### src/verilog/cga_pkg.sv
package cga_pkg;

  // Datapath and register file
  localparam int DATA_W = 16;
  localparam int REG_AW = 4;
  localparam int NREGS  = 16;

  // Interrupt lines 10, 11, 12, 13 and 15 map to index 0 to 4
  localparam int INT_LEVELS = 5;
  localparam int PICS_W     = 3;

  // Test port
  localparam int TEST_W = 5;
  localparam int TSEL_W = 3;

  localparam logic [TSEL_W-1:0] TSEL_FLAGS  = 3'd0; // z, cry, ovf, mi, intrq_n
  localparam logic [TSEL_W-1:0] TSEL_RESULT = 3'd1; // Low bits of fidbo
  localparam logic [TSEL_W-1:0] TSEL_PICS   = 3'd2; // Priority code

  // ALU functions
  typedef enum logic [2:0] {
    ALU_ADD   = 3'd0,
    ALU_SUB   = 3'd1, // A minus B
    ALU_AND   = 3'd2,
    ALU_OR    = 3'd3,
    ALU_XOR   = 3'd4,
    ALU_PASSA = 3'd5,
    ALU_PASSB = 3'd6,
    ALU_INC   = 3'd7  // A plus one
  } alu_op_t;

  // B-operand source, code 3 is reserved and gives zero
  typedef enum logic [1:0] {
    BSEL_REG = 2'd0,
    BSEL_CD  = 2'd1,
    BSEL_BUS = 2'd2
  } bsel_t;

endpackage

### src/verilog/cga_wrf.sv
`timescale 1ns/1ps

module cga_wrf import cga_pkg::*; (
  input  logic              sysclk,
  input  logic              arst_n,
  input  logic              cs_valid,
  input  alu_op_t           cs_op,
  input  logic [REG_AW-1:0] cs_ra,
  input  logic [REG_AW-1:0] cs_rb,
  input  bsel_t             cs_bsel,
  input  logic [DATA_W-1:0] cs_cd,
  input  logic              cs_wr,
  input  logic              cs_ldmask,
  input  logic [DATA_W-1:0] xfidb_in,
  input  logic              wb_en,
  input  logic [REG_AW-1:0] wb_addr,
  input  logic [DATA_W-1:0] wb_data,
  output logic              op_valid,
  output alu_op_t           op_code,
  output logic [DATA_W-1:0] op_a,
  output logic [DATA_W-1:0] op_b,
  output logic [REG_AW-1:0] op_dest,
  output logic              op_wr,
  output logic              op_ldmask
);

  logic [DATA_W-1:0] regs [NREGS];
  logic [DATA_W-1:0] rd_a;
  logic [DATA_W-1:0] b_sel;

  // Working registers, single write port from the execute stage
  always_ff @(posedge sysclk or negedge arst_n) begin
    if (!arst_n) begin
      for (int i = 0; i < NREGS; i++) regs[i] <= '0;
    end else if (wb_en) begin
      regs[wb_addr] <= wb_data;
    end
  end

  assign rd_a = regs[cs_ra];

  // B source mux
  always_comb begin
    case (cs_bsel)
      BSEL_REG: b_sel = regs[cs_rb];
      BSEL_CD:  b_sel = cs_cd;
      BSEL_BUS: b_sel = xfidb_in;
      default:  b_sel = '0; // Reserved
    endcase
  end

  always_ff @(posedge sysclk or negedge arst_n) begin
    if (!arst_n) begin
      op_valid  <= 1'b0;
      op_wr     <= 1'b0;
      op_ldmask <= 1'b0;
    end else begin
      op_valid  <= cs_valid;
      op_wr     <= cs_valid & cs_wr;
      op_ldmask <= cs_valid & cs_ldmask;
    end
  end

  // Operand payload, held between microwords
  always_ff @(posedge sysclk) begin
    if (cs_valid) begin
      op_code <= cs_op;
      op_a    <= rd_a;
      op_b    <= b_sel;
      op_dest <= cs_rb;  // Destination is the B register address
    end
  end

endmodule

### src/verilog/cga_alu.sv
`timescale 1ns/1ps

module cga_alu import cga_pkg::*; (
  input  logic                  sysclk,
  input  logic                  arst_n,
  input  logic                  op_valid,
  input  alu_op_t               op_code,
  input  logic [DATA_W-1:0]     op_a,
  input  logic [DATA_W-1:0]     op_b,
  input  logic [REG_AW-1:0]     op_dest,
  input  logic                  op_wr,
  input  logic                  op_ldmask,
  output logic [DATA_W-1:0]     fidbo,
  output logic                  z,
  output logic                  cry,
  output logic                  ovf,
  output logic                  mi,
  output logic                  wb_en,
  output logic [REG_AW-1:0]     wb_addr,
  output logic [DATA_W-1:0]     wb_data,
  output logic                  mask_ld,
  output logic [INT_LEVELS-1:0] mask_data
);

  logic [DATA_W:0]   sum;  // One extra bit for carry or borrow
  logic [DATA_W-1:0] res;
  logic              c_nxt;
  logic              v_nxt;

  always_comb begin
    sum   = '0;
    res   = '0;
    c_nxt = 1'b0;
    v_nxt = 1'b0;
    case (op_code)
      ALU_ADD: begin
        sum   = {1'b0, op_a} + {1'b0, op_b};
        res   = sum[DATA_W-1:0];
        c_nxt = sum[DATA_W];
        v_nxt = (op_a[DATA_W-1] == op_b[DATA_W-1]) && (res[DATA_W-1] != op_a[DATA_W-1]);
      end
      ALU_SUB: begin
        sum   = {1'b0, op_a} - {1'b0, op_b};
        res   = sum[DATA_W-1:0];
        c_nxt = sum[DATA_W];  // Borrow
        v_nxt = (op_a[DATA_W-1] != op_b[DATA_W-1]) && (res[DATA_W-1] != op_a[DATA_W-1]);
      end
      ALU_INC: begin
        sum   = {1'b0, op_a} + 1'b1;
        res   = sum[DATA_W-1:0];
        c_nxt = sum[DATA_W];
        v_nxt = !op_a[DATA_W-1] && res[DATA_W-1];
      end
      ALU_AND:   res = op_a & op_b;
      ALU_OR:    res = op_a | op_b;
      ALU_XOR:   res = op_a ^ op_b;
      ALU_PASSA: res = op_a;
      ALU_PASSB: res = op_b;
      default:   res = '0;
    endcase
  end

  // Result and flags hold until the next valid operation
  always_ff @(posedge sysclk or negedge arst_n) begin
    if (!arst_n) begin
      fidbo <= '0;
      z     <= 1'b0;
      cry   <= 1'b0;
      ovf   <= 1'b0;
      mi    <= 1'b0;
    end else if (op_valid) begin
      fidbo <= res;
      z     <= (res == '0);
      cry   <= c_nxt;
      ovf   <= v_nxt;
      mi    <= res[DATA_W-1];
    end
  end

  // Write-back and mask load strobes, consumed one edge later
  always_ff @(posedge sysclk or negedge arst_n) begin
    if (!arst_n) begin
      wb_en   <= 1'b0;
      mask_ld <= 1'b0;
    end else begin
      wb_en   <= op_valid & op_wr;
      mask_ld <= op_valid & op_ldmask;
    end
  end

  always_ff @(posedge sysclk) begin
    if (op_valid) wb_addr <= op_dest;
  end

  assign wb_data   = fidbo;
  assign mask_data = fidbo[INT_LEVELS-1:0]; // Mask comes from the result low bits

endmodule

### src/verilog/cga_intr.sv
`timescale 1ns/1ps

module cga_intr import cga_pkg::*; (
  input  logic                  sysclk,
  input  logic                  arst_n,
  input  logic [INT_LEVELS-1:0] bint_n,
  input  logic                  mask_ld,
  input  logic [INT_LEVELS-1:0] mask_data,
  input  logic                  clirq,
  output logic                  intrq_n,
  output logic [PICS_W-1:0]     pics
);

  logic [INT_LEVELS-1:0] pending;
  logic [INT_LEVELS-1:0] mask;
  logic [INT_LEVELS-1:0] active;
  logic [INT_LEVELS-1:0] clr;
  logic [PICS_W-1:0]     pics_nxt;

  // Only clear while a level is actually being requested
  assign clr    = (clirq && !intrq_n) ? (INT_LEVELS'(1) << pics) : '0;
  assign active = pending & mask;

  always_ff @(posedge sysclk or negedge arst_n) begin
    if (!arst_n) begin
      pending <= '0;
      mask    <= '0;
    end else begin
      pending <= (pending | ~bint_n) & ~clr; // Clear wins over a held level
      if (mask_ld) mask <= mask_data;
    end
  end

  // Highest index wins
  always_comb begin
    pics_nxt = '0;
    for (int i = 0; i < INT_LEVELS; i++) begin
      if (active[i]) pics_nxt = PICS_W'(i);
    end
  end

  always_ff @(posedge sysclk or negedge arst_n) begin
    if (!arst_n) begin
      intrq_n <= 1'b1;
      pics    <= '0;
    end else begin
      intrq_n <= ~|active;
      pics    <= pics_nxt;
    end
  end

endmodule

### src/verilog/cga_pads.sv
`timescale 1ns/1ps

module cga_pads import cga_pkg::*; (
  input  logic [DATA_W-1:0] fidbo,
  input  logic [DATA_W-1:0] xfidb_in,
  input  logic              edo_n,
  input  logic              ptst_n,
  input  logic [TSEL_W-1:0] tsel,
  input  logic              z,
  input  logic              cry,
  input  logic              ovf,
  input  logic              mi,
  input  logic              intrq_n,
  input  logic [PICS_W-1:0] pics,
  output logic [DATA_W-1:0] xfidb_out,
  output logic [TEST_W-1:0] test
);

  // Bus driver, loopback has priority over the output enable
  always_comb begin
    if (!ptst_n)     xfidb_out = xfidb_in;
    else if (!edo_n) xfidb_out = fidbo;
    else             xfidb_out = '0;
  end

  // Test output mux
  always_comb begin
    case (tsel)
      TSEL_FLAGS:  test = {intrq_n, mi, ovf, cry, z};
      TSEL_RESULT: test = fidbo[TEST_W-1:0];
      TSEL_PICS:   test = {{(TEST_W-PICS_W){1'b0}}, pics};
      default:     test = '1;
    endcase
  end

endmodule

### src/verilog/cga.sv
`timescale 1ns/1ps

module cga import cga_pkg::*; (
  input  logic                  sysclk,
  input  logic                  arst_n,
  input  logic                  cs_valid,
  input  alu_op_t               cs_op,
  input  logic [REG_AW-1:0]     cs_ra,
  input  logic [REG_AW-1:0]     cs_rb,
  input  bsel_t                 cs_bsel,
  input  logic [DATA_W-1:0]     cs_cd,
  input  logic                  cs_wr,
  input  logic                  cs_ldmask,
  input  logic [DATA_W-1:0]     xfidb_in,
  output logic [DATA_W-1:0]     xfidb_out,
  input  logic                  edo_n,
  input  logic                  ptst_n,
  input  logic [INT_LEVELS-1:0] bint_n,
  input  logic                  clirq,
  output logic                  intrq_n,
  input  logic [TSEL_W-1:0]     tsel,
  output logic [TEST_W-1:0]     test
);

  // Operand stage to execute stage
  logic                  op_valid;
  alu_op_t               op_code;
  logic [DATA_W-1:0]     op_a;
  logic [DATA_W-1:0]     op_b;
  logic [REG_AW-1:0]     op_dest;
  logic                  op_wr;
  logic                  op_ldmask;

  // Execute stage outputs
  logic [DATA_W-1:0]     fidbo;
  logic                  z;
  logic                  cry;
  logic                  ovf;
  logic                  mi;
  logic                  wb_en;
  logic [REG_AW-1:0]     wb_addr;
  logic [DATA_W-1:0]     wb_data;
  logic                  mask_ld;
  logic [INT_LEVELS-1:0] mask_data;

  logic [PICS_W-1:0]     pics;

  cga_wrf wrf0 (
    .sysclk(sysclk), .arst_n(arst_n),
    .cs_valid(cs_valid), .cs_op(cs_op), .cs_ra(cs_ra), .cs_rb(cs_rb),
    .cs_bsel(cs_bsel), .cs_cd(cs_cd), .cs_wr(cs_wr), .cs_ldmask(cs_ldmask),
    .xfidb_in(xfidb_in),
    .wb_en(wb_en), .wb_addr(wb_addr), .wb_data(wb_data),
    .op_valid(op_valid), .op_code(op_code), .op_a(op_a), .op_b(op_b),
    .op_dest(op_dest), .op_wr(op_wr), .op_ldmask(op_ldmask)
  );

  cga_alu alu0 (
    .sysclk(sysclk), .arst_n(arst_n),
    .op_valid(op_valid), .op_code(op_code), .op_a(op_a), .op_b(op_b),
    .op_dest(op_dest), .op_wr(op_wr), .op_ldmask(op_ldmask),
    .fidbo(fidbo), .z(z), .cry(cry), .ovf(ovf), .mi(mi),
    .wb_en(wb_en), .wb_addr(wb_addr), .wb_data(wb_data),
    .mask_ld(mask_ld), .mask_data(mask_data)
  );

  cga_intr intr0 (
    .sysclk(sysclk), .arst_n(arst_n),
    .bint_n(bint_n), .mask_ld(mask_ld), .mask_data(mask_data), .clirq(clirq),
    .intrq_n(intrq_n), .pics(pics)
  );

  cga_pads pads0 (
    .fidbo(fidbo), .xfidb_in(xfidb_in), .edo_n(edo_n), .ptst_n(ptst_n),
    .tsel(tsel), .z(z), .cry(cry), .ovf(ovf), .mi(mi),
    .intrq_n(intrq_n), .pics(pics),
    .xfidb_out(xfidb_out), .test(test)
  );

endmodule

### config.mk
export PLATFORM = sky130hd
export DESIGN_NAME = cga
export DESIGN_NICKNAME = d
export VERILOG_FILES = /design/src/verilog/cga_pkg.sv /design/src/verilog/cga_wrf.sv /design/src/verilog/cga_alu.sv /design/src/verilog/cga_intr.sv /design/src/verilog/cga_pads.sv /design/src/verilog/cga.sv
export SDC_FILE = /design/constraint.sdc
export NUM_CORES = 1
export LEC_CHECK = 0
export BUFFER_PORTS_ARGS = -buffer_cell sky130_fd_sc_hd__buf_4
export CELL_PAD_IN_SITES_DETAIL_PLACEMENT = 0
export CELL_PAD_IN_SITES_GLOBAL_PLACEMENT = 1
export CORE_ASPECT_RATIO = 1.1
export CORE_MARGIN = 4
export CORE_UTILIZATION = 48
export CTS_BUF_LIST = sky130_fd_sc_hd__clkbuf_2 sky130_fd_sc_hd__clkbuf_4 sky130_fd_sc_hd__clkbuf_8
export DETAILED_ROUTE_END_ITERATION = 8
export PLACE_DENSITY_LB_ADDON = 0.1
export SLEW_MARGIN = 30
export SYNTH_ARGS = -nofsm -noshare
export SYNTH_HDL_FRONTEND = slang
export SYNTH_SLANG_ARGS = --single-unit
### constraint.sdc
create_clock -name sysclk -period 3.1 [get_ports sysclk]
set_input_delay 0.31 -clock sysclk [delete_from_list [all_inputs] [get_ports sysclk]]
set_output_delay 0.31 -clock sysclk [all_outputs]
set_load 0.1 [all_outputs]
==> results of run 1 <==
==> through the flow <==
step	hold slack [ps]	cells	area, um^2
2_1_floorplan	14.41	1550	20040
3_3_place_gp	403.2	2244	22400
3_5_place_dp	406.5	2244	22400
4_1_cts	10.82	2384	24080
5_1_grt	47.85	2388	24190
6_report	53.79	2388	24190
==> state kept, by name (all words and copies together), names as in the netlist, 3 cells and up <==
name           flops
wrf0.regs        256
wrf0.op_a         16
wrf0.op_b         16
alu0.fidbo        15
intr0.mask         5
intr0.pending      5
alu0.wb_addr       4
wrf0.op_dest       4
intr0.pics         3
wrf0.op_code       3
==> what timing repair did <==
action                                  CTS  global route
pin swaps                                 5            13
hold buffers                             26             0
resized for setup                        16            17
endpoints found under the hold margin   108             0
cloned                                    0             0
setup buffers                             7             4
endpoints found under the setup margin    5             7
==> cell usage after synthesis, drive strengths merged (3+ instances only) <==
cell	instances	area, um^2
or3	6	37.54
and2	5	31.28
a221o	3	30.03
o31ai	5	37.54
a21oi	49	249.0
a21o	7	52.55
o41ai	4	35.03
a22oi	5	42.54
o22ai	10	62.56
a32oi	5	43.79
o21a	5	37.54
buf	30	130.1
ha	50	625.6
o21ai	71	355.3
o32ai	3	33.79
a221oi	7	61.31
dfrtp	293	7332
a222oi	3	30.03
a2111oi	5	82.58
nand4	9	56.30
o221ai	10	87.58
edfxtp	43	1291
inv	75	281.5
o211ai	8	60.06
nor3	5	25.02
nor4	5	37.53
nand2b	21	131.4
and4	5	43.79
nor2	58	217.7
nor2b	19	118.9
and3	10	72.57
a22o	4	35.03
o21bai	4	30.03
nand2	80	300.3
a31oi	9	56.30
mux2	265	2984
a211o	3	26.28
xnor2	15	131.4
a211oi	7	52.55
nand3b	6	45.04
mux2i	21	210.2
clkbuf	92	345.3
nand3	14	70.07
mux4	160	3603
==> cell type report <==
| cell class | count | area [um^2] | share of cell area |
|---|---|---|---|
| multi-input cells | 1016 | 10800 | 0.4465 |
| flip-flops and latches | 337 | 8650 | 0.3576 |
| repair buffers | 293 | 2464 | 0.1018 |
| clock buffers | 84 | 1075 | 0.04443 |
| well taps | 560 | 700.7 | 0.02897 |
| inverters | 75 | 281.5 | 0.01164 |
| clock inverters | 23 | 219.0 | 0.009052 |
==> per-layer routing <==
metal	up-vias	routed length, um
met2	460	31190
met4	0	2400
met3	149	2748
li1	6369	-
met1	7563	25660
met5	-	0
==> worst paths after layout <==
kind | slack [ps] | to | startpoint | cells after the start
worst max-delay path | -260 | alu0.fidbo[14]$_DFFE_PN0P_ | wrf0.op_a[0]$_DFFE_PP_ | 11
worst min-delay path | 50 | wrf0.op_b[11]$_SDFFCE_PN0P_ | xfidb_in[11] | 3
worst max register to register | -260 | alu0.fidbo[14]$_DFFE_PN0P_ | wrf0.op_a[0]$_DFFE_PP_ | 11
worst min register to register | 420 | alu0.wb_addr[3]$_DFFE_PP_ | wrf0.op_dest[3]$_DFFE_PP_ | 0
max in group asynchronous | 1920 | intr0.intrq_n$_DFF_PN1_ | arst_n | 3
min in group asynchronous | 280 | wrf0.regs[183]$_DFFE_PN0P_ | arst_n | 2
==> power by group <==
group | leakage, nW | internal, W | switching, W | total, W
clock | 0.690 | 0.00257 | 0.00192 | 0.00449
sequential | 4.27 | 0.00554 | 0.000997 | 0.00653
combinational | 5.72 | 0.00266 | 0.00228 | 0.00493
==> cell families (layout without fill, tap and decap cells) <==
| logic type | Yosys count | count (layout) | share of synthesized area |
|---|---|---|---|
| AOI/OAI and AO/OA | 248 | 248 | 0.08551 |
| xor gates and xnor gates | 17 | 17 | 0.007444 |
| adders and majority gates | 52 | 52 | 0.03328 |
| buffers and inverters | 197 | 475 | 0.03785 |
| DFF | 337 | 337 | 0.4324 |
| muxes | 446 | 446 | 0.3399 |
| and+or+nand+nor | 253 | 253 | 0.06362 |
==> worst min-delay path, delay by kind of cell <==
| kind | cells | cell delay, ps |
|---|---|---|
| AO/OA/AOI/OAI | 1 | 140 |
| buffers and inverters | 1 | 90 |
| multiplexers | 1 | 60 |
==> run summary, run 1 <==
status: finished with violations
failing checks: negative setup slack
# DRC: 0
Top Usage Layer GRT: met2
initial DRC count: 1005
met2 Usage GRT: 0.4716
root buffer cell: clkbuf_8
die width: 202.6 um
Rows: 78
Hold Vio Cnt, Final: 0
share of flip-flops with an asynchronous set or reset: 0.8724
crit path time final: 3362 ps
Cell Area, Synth: 20000 um^2
GR Layer Usage met3: 0.03979
most frequent cells in the layout: 293 x dfrtp_1, 264 x mux2_2, 250 x buf_4
final WL: 61.99 mm
critical path data arrival time: 3910 ps
post-synth net total: 1663
setup tns final: -682.8 ps
Die ar.: 45000 um^2
Worst Setup End Kind: flop
number of synthesized register bits: 337
static leakage: 10.69 nW
TritonRoute pass-1 iters: 5
Tcrit/Tclk final: 1.085
Final HPWL DP: 41.78 mm
vias: 14.54k
ANT cells: 0
top cell family by delay on the critical path: compound AO/OA/AOI/OAI gates
IO Count: 83
Peak VDD IR: 395.8 uV
Post-synth EDFFs: 43
Crit path top cell by count: a2111oi_4
CTS Buffer Depth: 3
GP Congestion: 0.9644
worst skew pair latency: 660 ps
wire per inst: 25.96 um
H-Tree Depth: 2
pwr/cell area: 659.7 nW/um^2
CP max stage cell: or4_4
Critical Path Max Stage Delay: 530 ps
Setup Skew: 22.75 ps
nets: 1895
Worst-path clk slew: 60 ps
Initial Util: 0.4857
Required @ worst endpoint: 3650 ps
GR Overflow Total: 0
Final Setup Violations: 4
distinct cell type count after synthesis: 80
Max-cap violations: 0
Rel. slew slack: 0.3853
Min-Delay Path Class: in -> reg
most common cell after layout, fill and taps aside: dfrtp_1
initial antenna violation count: 0
post-synthesis sequential area ratio: 0.4324
vias in the first global route: 15.18k
Cells after Synth: 1550
main flop type after synthesis: dfrtp_1
Tightest Pin Transition: 920.1 ps
final worst slack: -262.1 ps
Synthesis Warnings: 0
Num Clock Sinks: 337
global-route wire length before repair: 95.03 mm
die height: 222.1 um
number of fillers in the final layout: 3432
Util after Layout: 0.5873
largest net degree at the start of global routing: 92
pre-CTS WS: -357.7 ps
Max Fclk: 0.2974 GHz
TritonCTS clock tree: built
Pwr Total: 0.01596 W
# port buffers: 82
critical-path maximum fanout: 4
layout cells sized above 1: 0.4666
crit path cell chain: ha_2, fa_2, a21oi_4, o22ai_2, a2111oi_4, o31a_4, nor4_2, a2111oi_4, a2111oi_2, or4_4, mux2_2
DRT antenna net count: 0
Overall Global Routing Usage: 0.2774
met1 Use GR: 0.3671
CP Class: reg -> reg
RSZ-0062 raised after global routing: true
CP bufs+invs: 0
vias per cell: 6.089
final slew viol count: 0
crit start category: flop
cts bufs inserted: 59
Area growth, synth to finish: 20.94%
Core Area: 41180 um^2
Post-Syn Area per Cell: 12.90 um^2
(Power assumes the default switching activity.)
==> run 2, diff against run 1 <==
--- a/config.mk
+++ b/config.mk
@@ -14,7 +14,9 @@
 export CTS_BUF_LIST = sky130_fd_sc_hd__clkbuf_2 sky130_fd_sc_hd__clkbuf_4 sky130_fd_sc_hd__clkbuf_8
 export DETAILED_ROUTE_END_ITERATION = 8
 export PLACE_DENSITY_LB_ADDON = 0.1
+export SKIP_LAST_GASP = 1
 export SLEW_MARGIN = 30
 export SYNTH_ARGS = -nofsm -noshare
 export SYNTH_HDL_FRONTEND = slang
 export SYNTH_SLANG_ARGS = --single-unit
+export TNS_END_PERCENT = 20
==> run 2 against run 1 <==
The flow still finishes with violations (negative setup slack); critical path depth is the same; combinational power shrank 2%; wire length is essentially flat; largest power group unchanged.
==> run summary, run 2 (synthesis results as in run 1) <==
status: finished with violations
failing checks: negative setup slack
final worst slack: -274.7 ps (-12.57 ps)
Hold Startpoint: xfidb_in[13]
CTS Buffer Depth: 3 (unchanged)
initial antenna violation count: 1 (+1)
CP bufs+invs: 0 (unchanged)
Overall Global Routing Usage: 0.2793 (+0.001855)
Max Fclk: 0.2963 GHz (-0.37%)
die height: 222.1 um (unchanged)
Core Area: 41180 um^2 (unchanged)
hold path depth: 3 (unchanged)
GR Layer Usage met3: 0.05515 (+0.01536)
initial DRC count: 839 (-17%)
Final HPWL DP: 43.40 mm (+3.9%)
Tcrit/Tclk final: 1.089 (+0.004056)
root buffer cell: clkbuf_8
Peak VDD IR: 376.5 uV (-4.9%)
# DRC: 0 (unchanged)
Util after Layout: 0.5861 (-0.001246)
RSZ-0062 raised after global routing: true
Setup Skew: 32.05 ps (+9.294 ps)
Worst Setup End Kind: flop
Pwr Total: 0.01586 W (-0.61%)
CP max stage cell: or4_1
R2R Setup Slk: -270 ps (about the same)
die width: 202.6 um (unchanged)
leading registers by flop count: wrf0.regs x256, wrf0.op_a x16, wrf0.op_b x16
worst skew pair latency: 670 ps (about the same)
nets: 1887 (-0.42%)
Final Setup Violations: 6 (+2)
crit start category: flop
vias: 14.30k (-1.7%)
Top Usage Layer GRT: met2
most frequent cells in the layout: 293 x dfrtp_1, 265 x mux2_2, 241 x buf_4
crit path time final: 3375 ps (+12.57 ps)
Crit path top cell by count: a2111oi_4
Die ar.: 45000 um^2 (unchanged)
critical-path maximum fanout: 3 (-1)
worst reg2reg path depth: 11 (unchanged)
wire per inst: 26.02 um (+0.22%)
vias per cell: 5.997 (-1.5%)
TritonCTS clock tree: built
final slew viol count: 0 (unchanged)
Hold EP: wrf0.op_b[13]$_SDFFCE_PN0P_
critical path data arrival time: 3920 ps (about the same)
GP Congestion: 0.9028 (-6.4%)
Initial Util: 0.4857 (unchanged)
crit path cell chain: ha_2, fa_2, a21oi_4, o22ai_4, a2111oi_4, o31a_4, nor4_2, a2111oi_4, a2111oi_1, or4_1, mux2_2
Num Clock Sinks: 337 (unchanged)
reg2reg end: alu0.fidbo[14]$_DFFE_PN0P_
largest net degree at the start of global routing: 80 (-13%)
Hold Vio Cnt, Final: 0 (unchanged)
Area growth, synth to finish: 20.68%
H-Tree Depth: 2 (unchanged)
layout cells sized above 1: 0.4597 (-0.006948)
vias in the first global route: 15.17k (-0.12%)
Tightest Pin Transition: 937.7 ps (+17.60 ps)
Worst-path clk slew: 60 ps (about the same)
Rows: 78 (unchanged)
met2 Usage GRT: 0.4726 (+0.0009778)
TritonRoute pass-1 iters: 5 (unchanged)
pwr/cell area: 657.0 nW/um^2 (-0.40%)
# port buffers: 82 (unchanged)
met1 Use GR: 0.3545 (-0.01263)
final WL: 62.02 mm (about the same)
GR Overflow Total: 0 (unchanged)
Max-cap violations: 0 (unchanged)
Required @ worst endpoint: 3650 ps (about the same)
Critical Path Max Stage Delay: 570 ps (+40 ps)
most common cell after layout, fill and taps aside: dfrtp_1
IO Count: 83 (unchanged)
CP Class: reg -> reg
Rel. slew slack: 0.3736 (-0.01176)
Min-Delay Path Class: in -> reg
global-route wire length before repair: 94.96 mm (about the same)
DRT antenna net count: 0 (unchanged)
static leakage: 10.69 nW (about the same)
max FFs per register: 256 (unchanged)
r2r startpoint: wrf0.op_a[0]$_DFFE_PP_
Top reg by flops: wrf0.regs
top cell family by delay on the critical path: compound AO/OA/AOI/OAI gates
cts bufs inserted: 57 (-3.4%)
-- run 2: how the worst max path moves through the flow --
stage | startpoint | slack, ps | cells after the start | endpoint
final | wrf0.op_a[0]$_DFFE_PP_ | -270 | 11 | alu0.fidbo[14]$_DFFE_PN0P_
after floorplan | wrf0.op_a[0]$_DFFE_PP_ | -110 | 11 | alu0.fidbo[14]$_DFFE_PN0P_
after global routing | wrf0.op_a[0]$_DFFE_PP_ | -400 | 13 | alu0.z$_DFFE_PN0P_
after global placement | wrf0.op_b[0]$_SDFFCE_PN0P_ | -340 | 11 | alu0.fidbo[14]$_DFFE_PN0P_
after CTS | wrf0.op_a[0]$_DFFE_PP_ | -290 | 11 | alu0.fidbo[14]$_DFFE_PN0P_
after detailed placement | wrf0.op_a[0]$_DFFE_PP_ | -420 | 15 | alu0.z$_DFFE_PN0P_
-- run 2: layer usage --
layer / wire, um / vias up
li1: - / 6365
met1: 25170 / 7408
met2: 31000 / 376
met3: 3060 / 147
met4: 2786 / 0
met5: 0 / -
-- run 2: stage by stage --
step	cell area [um^2]	setup TNS (ps)	setup slack, ps	hold slack, ps	instances
4_1_cts	24100	-1200	-285.4	4.380	2382
5_1_grt	24140	-2060	-399.9	34.39	2384
2_1_floorplan	20020	-220.8	-110.4	14.41	1550
3_5_place_dp	22480	-1516	-415.4	296.4	2247
3_3_place_gp	22480	-1028	-338.6	300.7	2247
6_report	24140	-861.4	-274.7	50.03	2384
-- run 2: area by class of cell --
| cell class | instances | area (um^2) |
|---|---|---|
| diodes | 1 | 2.502 |
| clock buffers | 91 | 1127 |
| clock inverters | 17 | 181.4 |
| fillers | 3457 | 17050 |
| inverters | 75 | 281.5 |
| multi-input cells | 1016 | 10720 |
| flip-flops and latches | 337 | 8650 |
| well taps | 560 | 700.7 |
| repair buffers | 287 | 2475 |
-- run 2: tightest hold or removal path, delay by kind of cell --
family	cells	cell delay, ps
multiplexers	1	60
buffers and inverters	1	90
AO/OA/AOI/OAI	1	140
-- run 2: report_power, final --
part / switching [W] / total [W] / internal [W]
Sequential: 0.00100 / 0.00654 / 0.00554
Combinational: 0.00224 / 0.00485 / 0.00262
Clock: 0.00189 / 0.00446 / 0.00257
-- run 2: timing repair --
action	CTS	global route
gates resized for setup	8	7
pin swaps	11	7
buffers inserted	2	1
hold endpoints to repair	81	0
hold buffers	25	0
endpoints found under the setup margin	8	11
==> run 3, diff against run 2 <==
--- a/config.mk
+++ b/config.mk
@@ -10,7 +10,7 @@
 export CELL_PAD_IN_SITES_GLOBAL_PLACEMENT = 1
 export CORE_ASPECT_RATIO = 1.1
 export CORE_MARGIN = 4
-export CORE_UTILIZATION = 48
+export CORE_UTILIZATION = 54
 export CTS_BUF_LIST = sky130_fd_sc_hd__clkbuf_2 sky130_fd_sc_hd__clkbuf_4 sky130_fd_sc_hd__clkbuf_8
 export DETAILED_ROUTE_END_ITERATION = 8
 export PLACE_DENSITY_LB_ADDON = 0.1
==> constraint.sdc (replaced) <==
create_clock -name sysclk -period 3.45 [get_ports sysclk]
set_input_delay 0.345 -clock sysclk [delete_from_list [all_inputs] [get_ports sysclk]]
set_output_delay 0.345 -clock sysclk [all_outputs]
set_load 0.1 [all_outputs]
==> run 3 against run 2 <==
The run now ends clean; core utilization rose by 4.7 points; global-route usage increased by 1.3 points; design area down 4.6%; clock skew fell by 3.3 ps; clock power is 15% lower.
==> run summary, run 3 (synthesis results as in run 1) <==
Tightest Pin Transition: 904.0 ps (-33.67 ps)
Overall Global Routing Usage: 0.2928 (+0.01350)
Rel. slew slack: 0.3961 (+0.02249)
Setup Skew: 28.72 ps (-3.330 ps)
RSZ-0062 raised after global routing: true
Final HPWL DP: 39.72 mm (-8.5%)
H-Tree Depth: 2 (unchanged)
global-route wire length before repair: 89.00 mm (-6.3%)
final hold slack: 35.55 ps (-14.49 ps)
CP Class: reg -> reg
Num Clock Sinks: 337 (unchanged)
number of fillers in the final layout: 2924 (-15%)
final WL: 58.17 mm (-6.2%)
root buffer cell: clkbuf_8
pwr/cell area: 596.2 nW/um^2 (-9.3%)
setup tns final: 0 ps (+861.4 ps)
most frequent cells in the layout: 293 x dfrtp_1, 265 x mux2_2, 160 x mux4_2
DP Area: 21520 um^2 (-4.3%)
wire per inst: 26.51 um (+1.9%)
Sequential Area: 8650 um^2 (unchanged)
cts bufs inserted: 55 (-3.5%)
IO Count: 83 (unchanged)
status: finished, final reports clean
nets: 1779 (-5.7%)
Hold Vio Cnt, Final: 0 (unchanged)
Max Fclk: 0.2948 GHz (-0.53%)
initial DRC count: 1001 (+19%)
die width: 191.5 um (-5.5%)
Die ar.: 40190 um^2 (-11%)
CP max stage cell: or4_1
crit start category: flop
TritonRoute pass-1 iters: 5 (unchanged)
Multi-input gate area: 10710 um^2 (about the same)
Peak VDD IR: 371.5 uV (-1.3%)
top cell family by delay on the critical path: compound AO/OA/AOI/OAI gates
Worst-path clk slew: 70 ps (about the same)
CP bufs+invs: 0 (unchanged)
Top reg by flops: wrf0.regs
critical path data arrival time: 3910 ps (about the same)
max FFs per register: 256 (unchanged)
Pwr Total: 0.01372 W (-13%)
final slew viol count: 0 (unchanged)
initial antenna violation count: 0 (-1)
Max-cap violations: 0 (unchanged)
Initial Util: 0.5502 (+0.06456)
Tcrit/Tclk final: 0.9833 (-0.1053)
vias: 14.04k (-1.8%)
DRT antenna net count: 0 (unchanged)
GP Congestion: 0.9339 (+3.4%)
layout cells sized above 1: 0.4273 (-0.03237)
Worst Setup End Kind: flop
# DRC: 0 (unchanged)
die height: 209.9 um (-5.5%)
design area: 23020 um^2 (-4.6%)
final worst slack: 57.47 ps (+332.1 ps)
Required @ worst endpoint: 3970 ps (+320 ps)
pre-CTS WS: -108.9 ps (+306.5 ps)
# port buffers: 82 (unchanged)
TritonCTS clock tree: built
Rows: 73 (-6.4%)
vias in the first global route: 14.57k (-3.9%)
crit path time final: 3393 ps (+17.87 ps)
worst skew pair latency: 630 ps (-40 ps)
Critical Path Max Stage Delay: 520 ps (-50 ps)
Crit path top cell by count: a2111oi_4
CTS Buffer Depth: 3 (unchanged)
Min-Delay Path Class: in -> reg
leading registers by flop count: wrf0.regs x256, wrf0.op_a x16, wrf0.op_b x16
GR Overflow Total: 0 (unchanged)
critical-path maximum fanout: 3 (unchanged)
most common cell after layout, fill and taps aside: dfrtp_1
largest net degree at the start of global routing: 82 (+2.5%)
crit path cell chain: ha_1, fa_2, a21oi_4, o22ai_2, a2111oi_4, o31a_4, nor4_2, a2111oi_4, a2111oi_1, or4_1, mux2_2
Core Area: 36350 um^2 (-12%)
Final Setup Violations: 0 (-6)
vias per cell: 6.401 (+6.7%)
static leakage: 10.08 nW (-5.7%)
Area growth, synth to finish: 15.09%
[run 3: cell types whose count changed in the layout (fill, tap and decap cells not counted), moves of 2 or more]
cell	before	now
or3_2	0	3
buf_12	20	12
clkinv_2	11	5
a211oi_1	6	4
buf_4	241	150
dlygate4sd3_1	25	18
clkinv_1	0	2
a211oi_2	1	3
or3_1	6	3
clkbuf_4	20	15
[run 3: worst paths after layout]
check                      slack, ps  cells after the start                          to                       start
max                               60                     11  alu0.fidbo[14]$_DFFE_PN0P_  wrf0.op_b[0]$_SDFFCE_PN0P_
min in group asynchronous        310                      2  wrf0.regs[144]$_DFFE_PN0P_                      arst_n
max in group asynchronous       2250                      3   wrf0.regs[37]$_DFFE_PN0P_                      arst_n
min                               40                      3  wrf0.op_b[5]$_SDFFCE_PN0P_                    cs_cd[5]
min reg2reg                      420                      0   alu0.wb_addr[1]$_DFFE_PP_   wrf0.op_dest[1]$_DFFE_PP_
max reg2reg                       60                     11  alu0.fidbo[14]$_DFFE_PN0P_  wrf0.op_b[0]$_SDFFCE_PN0P_
[run 3: timing repair]
| item | 4_1_cts | 5_1_grt |
|---|---|---|
| pin swaps | 5 | 4 |
| endpoints found under the hold margin | 94 | 0 |
| hold buffers | 18 | 0 |
| setup endpoints to repair | 2 | 3 |
| buffers inserted | 2 | 3 |
| gates resized for setup | 5 | 12 |
[run 3: worst reg2reg max path, cell delays in order, from the launching register on]
cell,delay (ps)
edfxtp_1,430
ha_1,260
fa_2,400
a21oi_4,170
o22ai_2,130
a2111oi_4,400
o31a_4,180
nor4_2,40
a2111oi_4,340
a2111oi_1,130
or4_1,520
mux2_2,280
[run 3: power by group]
| part | total [W] | switching, W | internal, W |
|---|---|---|---|
| Clock | 0.00379 | 0.00163 | 0.00217 |
| Combinational | 0.00402 | 0.00190 | 0.00212 |
| Sequential | 0.00591 | 0.000934 | 0.00497 |
[run 3: area by class of cell]
class,instances,share of cell area
multi-input combinational,1016,0.4653
inverter,75,0.01223
tap,487,0.02647
timing repair buffer,181,0.06783
antenna,1,0.0001087
clock inverter,10,0.004348
clock buffer,87,0.04794
sequential,337,0.3757
[run 3: metrics by stage]
| step | cells | util |
|---|---|---|
| 6_report | 2194 | 0.6332 |
| 2_1_floorplan | 1550 | - |
| 5_1_grt | 2193 | 0.6332 |
| 4_1_cts | 2190 | 0.6308 |
| 3_5_place_dp | 2073 | 0.5920 |
| 3_3_place_gp | 2073 | 0.5918 |
[run 3: layer usage]
layer | up-vias | wire length [um] | global-route usage
met5 | - | 0 | 0
met4 | 0 | 2643 | 0.1278
met3 | 169 | 3037 | 0.04657
met2 | 441 | 28890 | 0.4844
met1 | 7297 | 23600 | 0.3855
li1 | 6137 | - | -
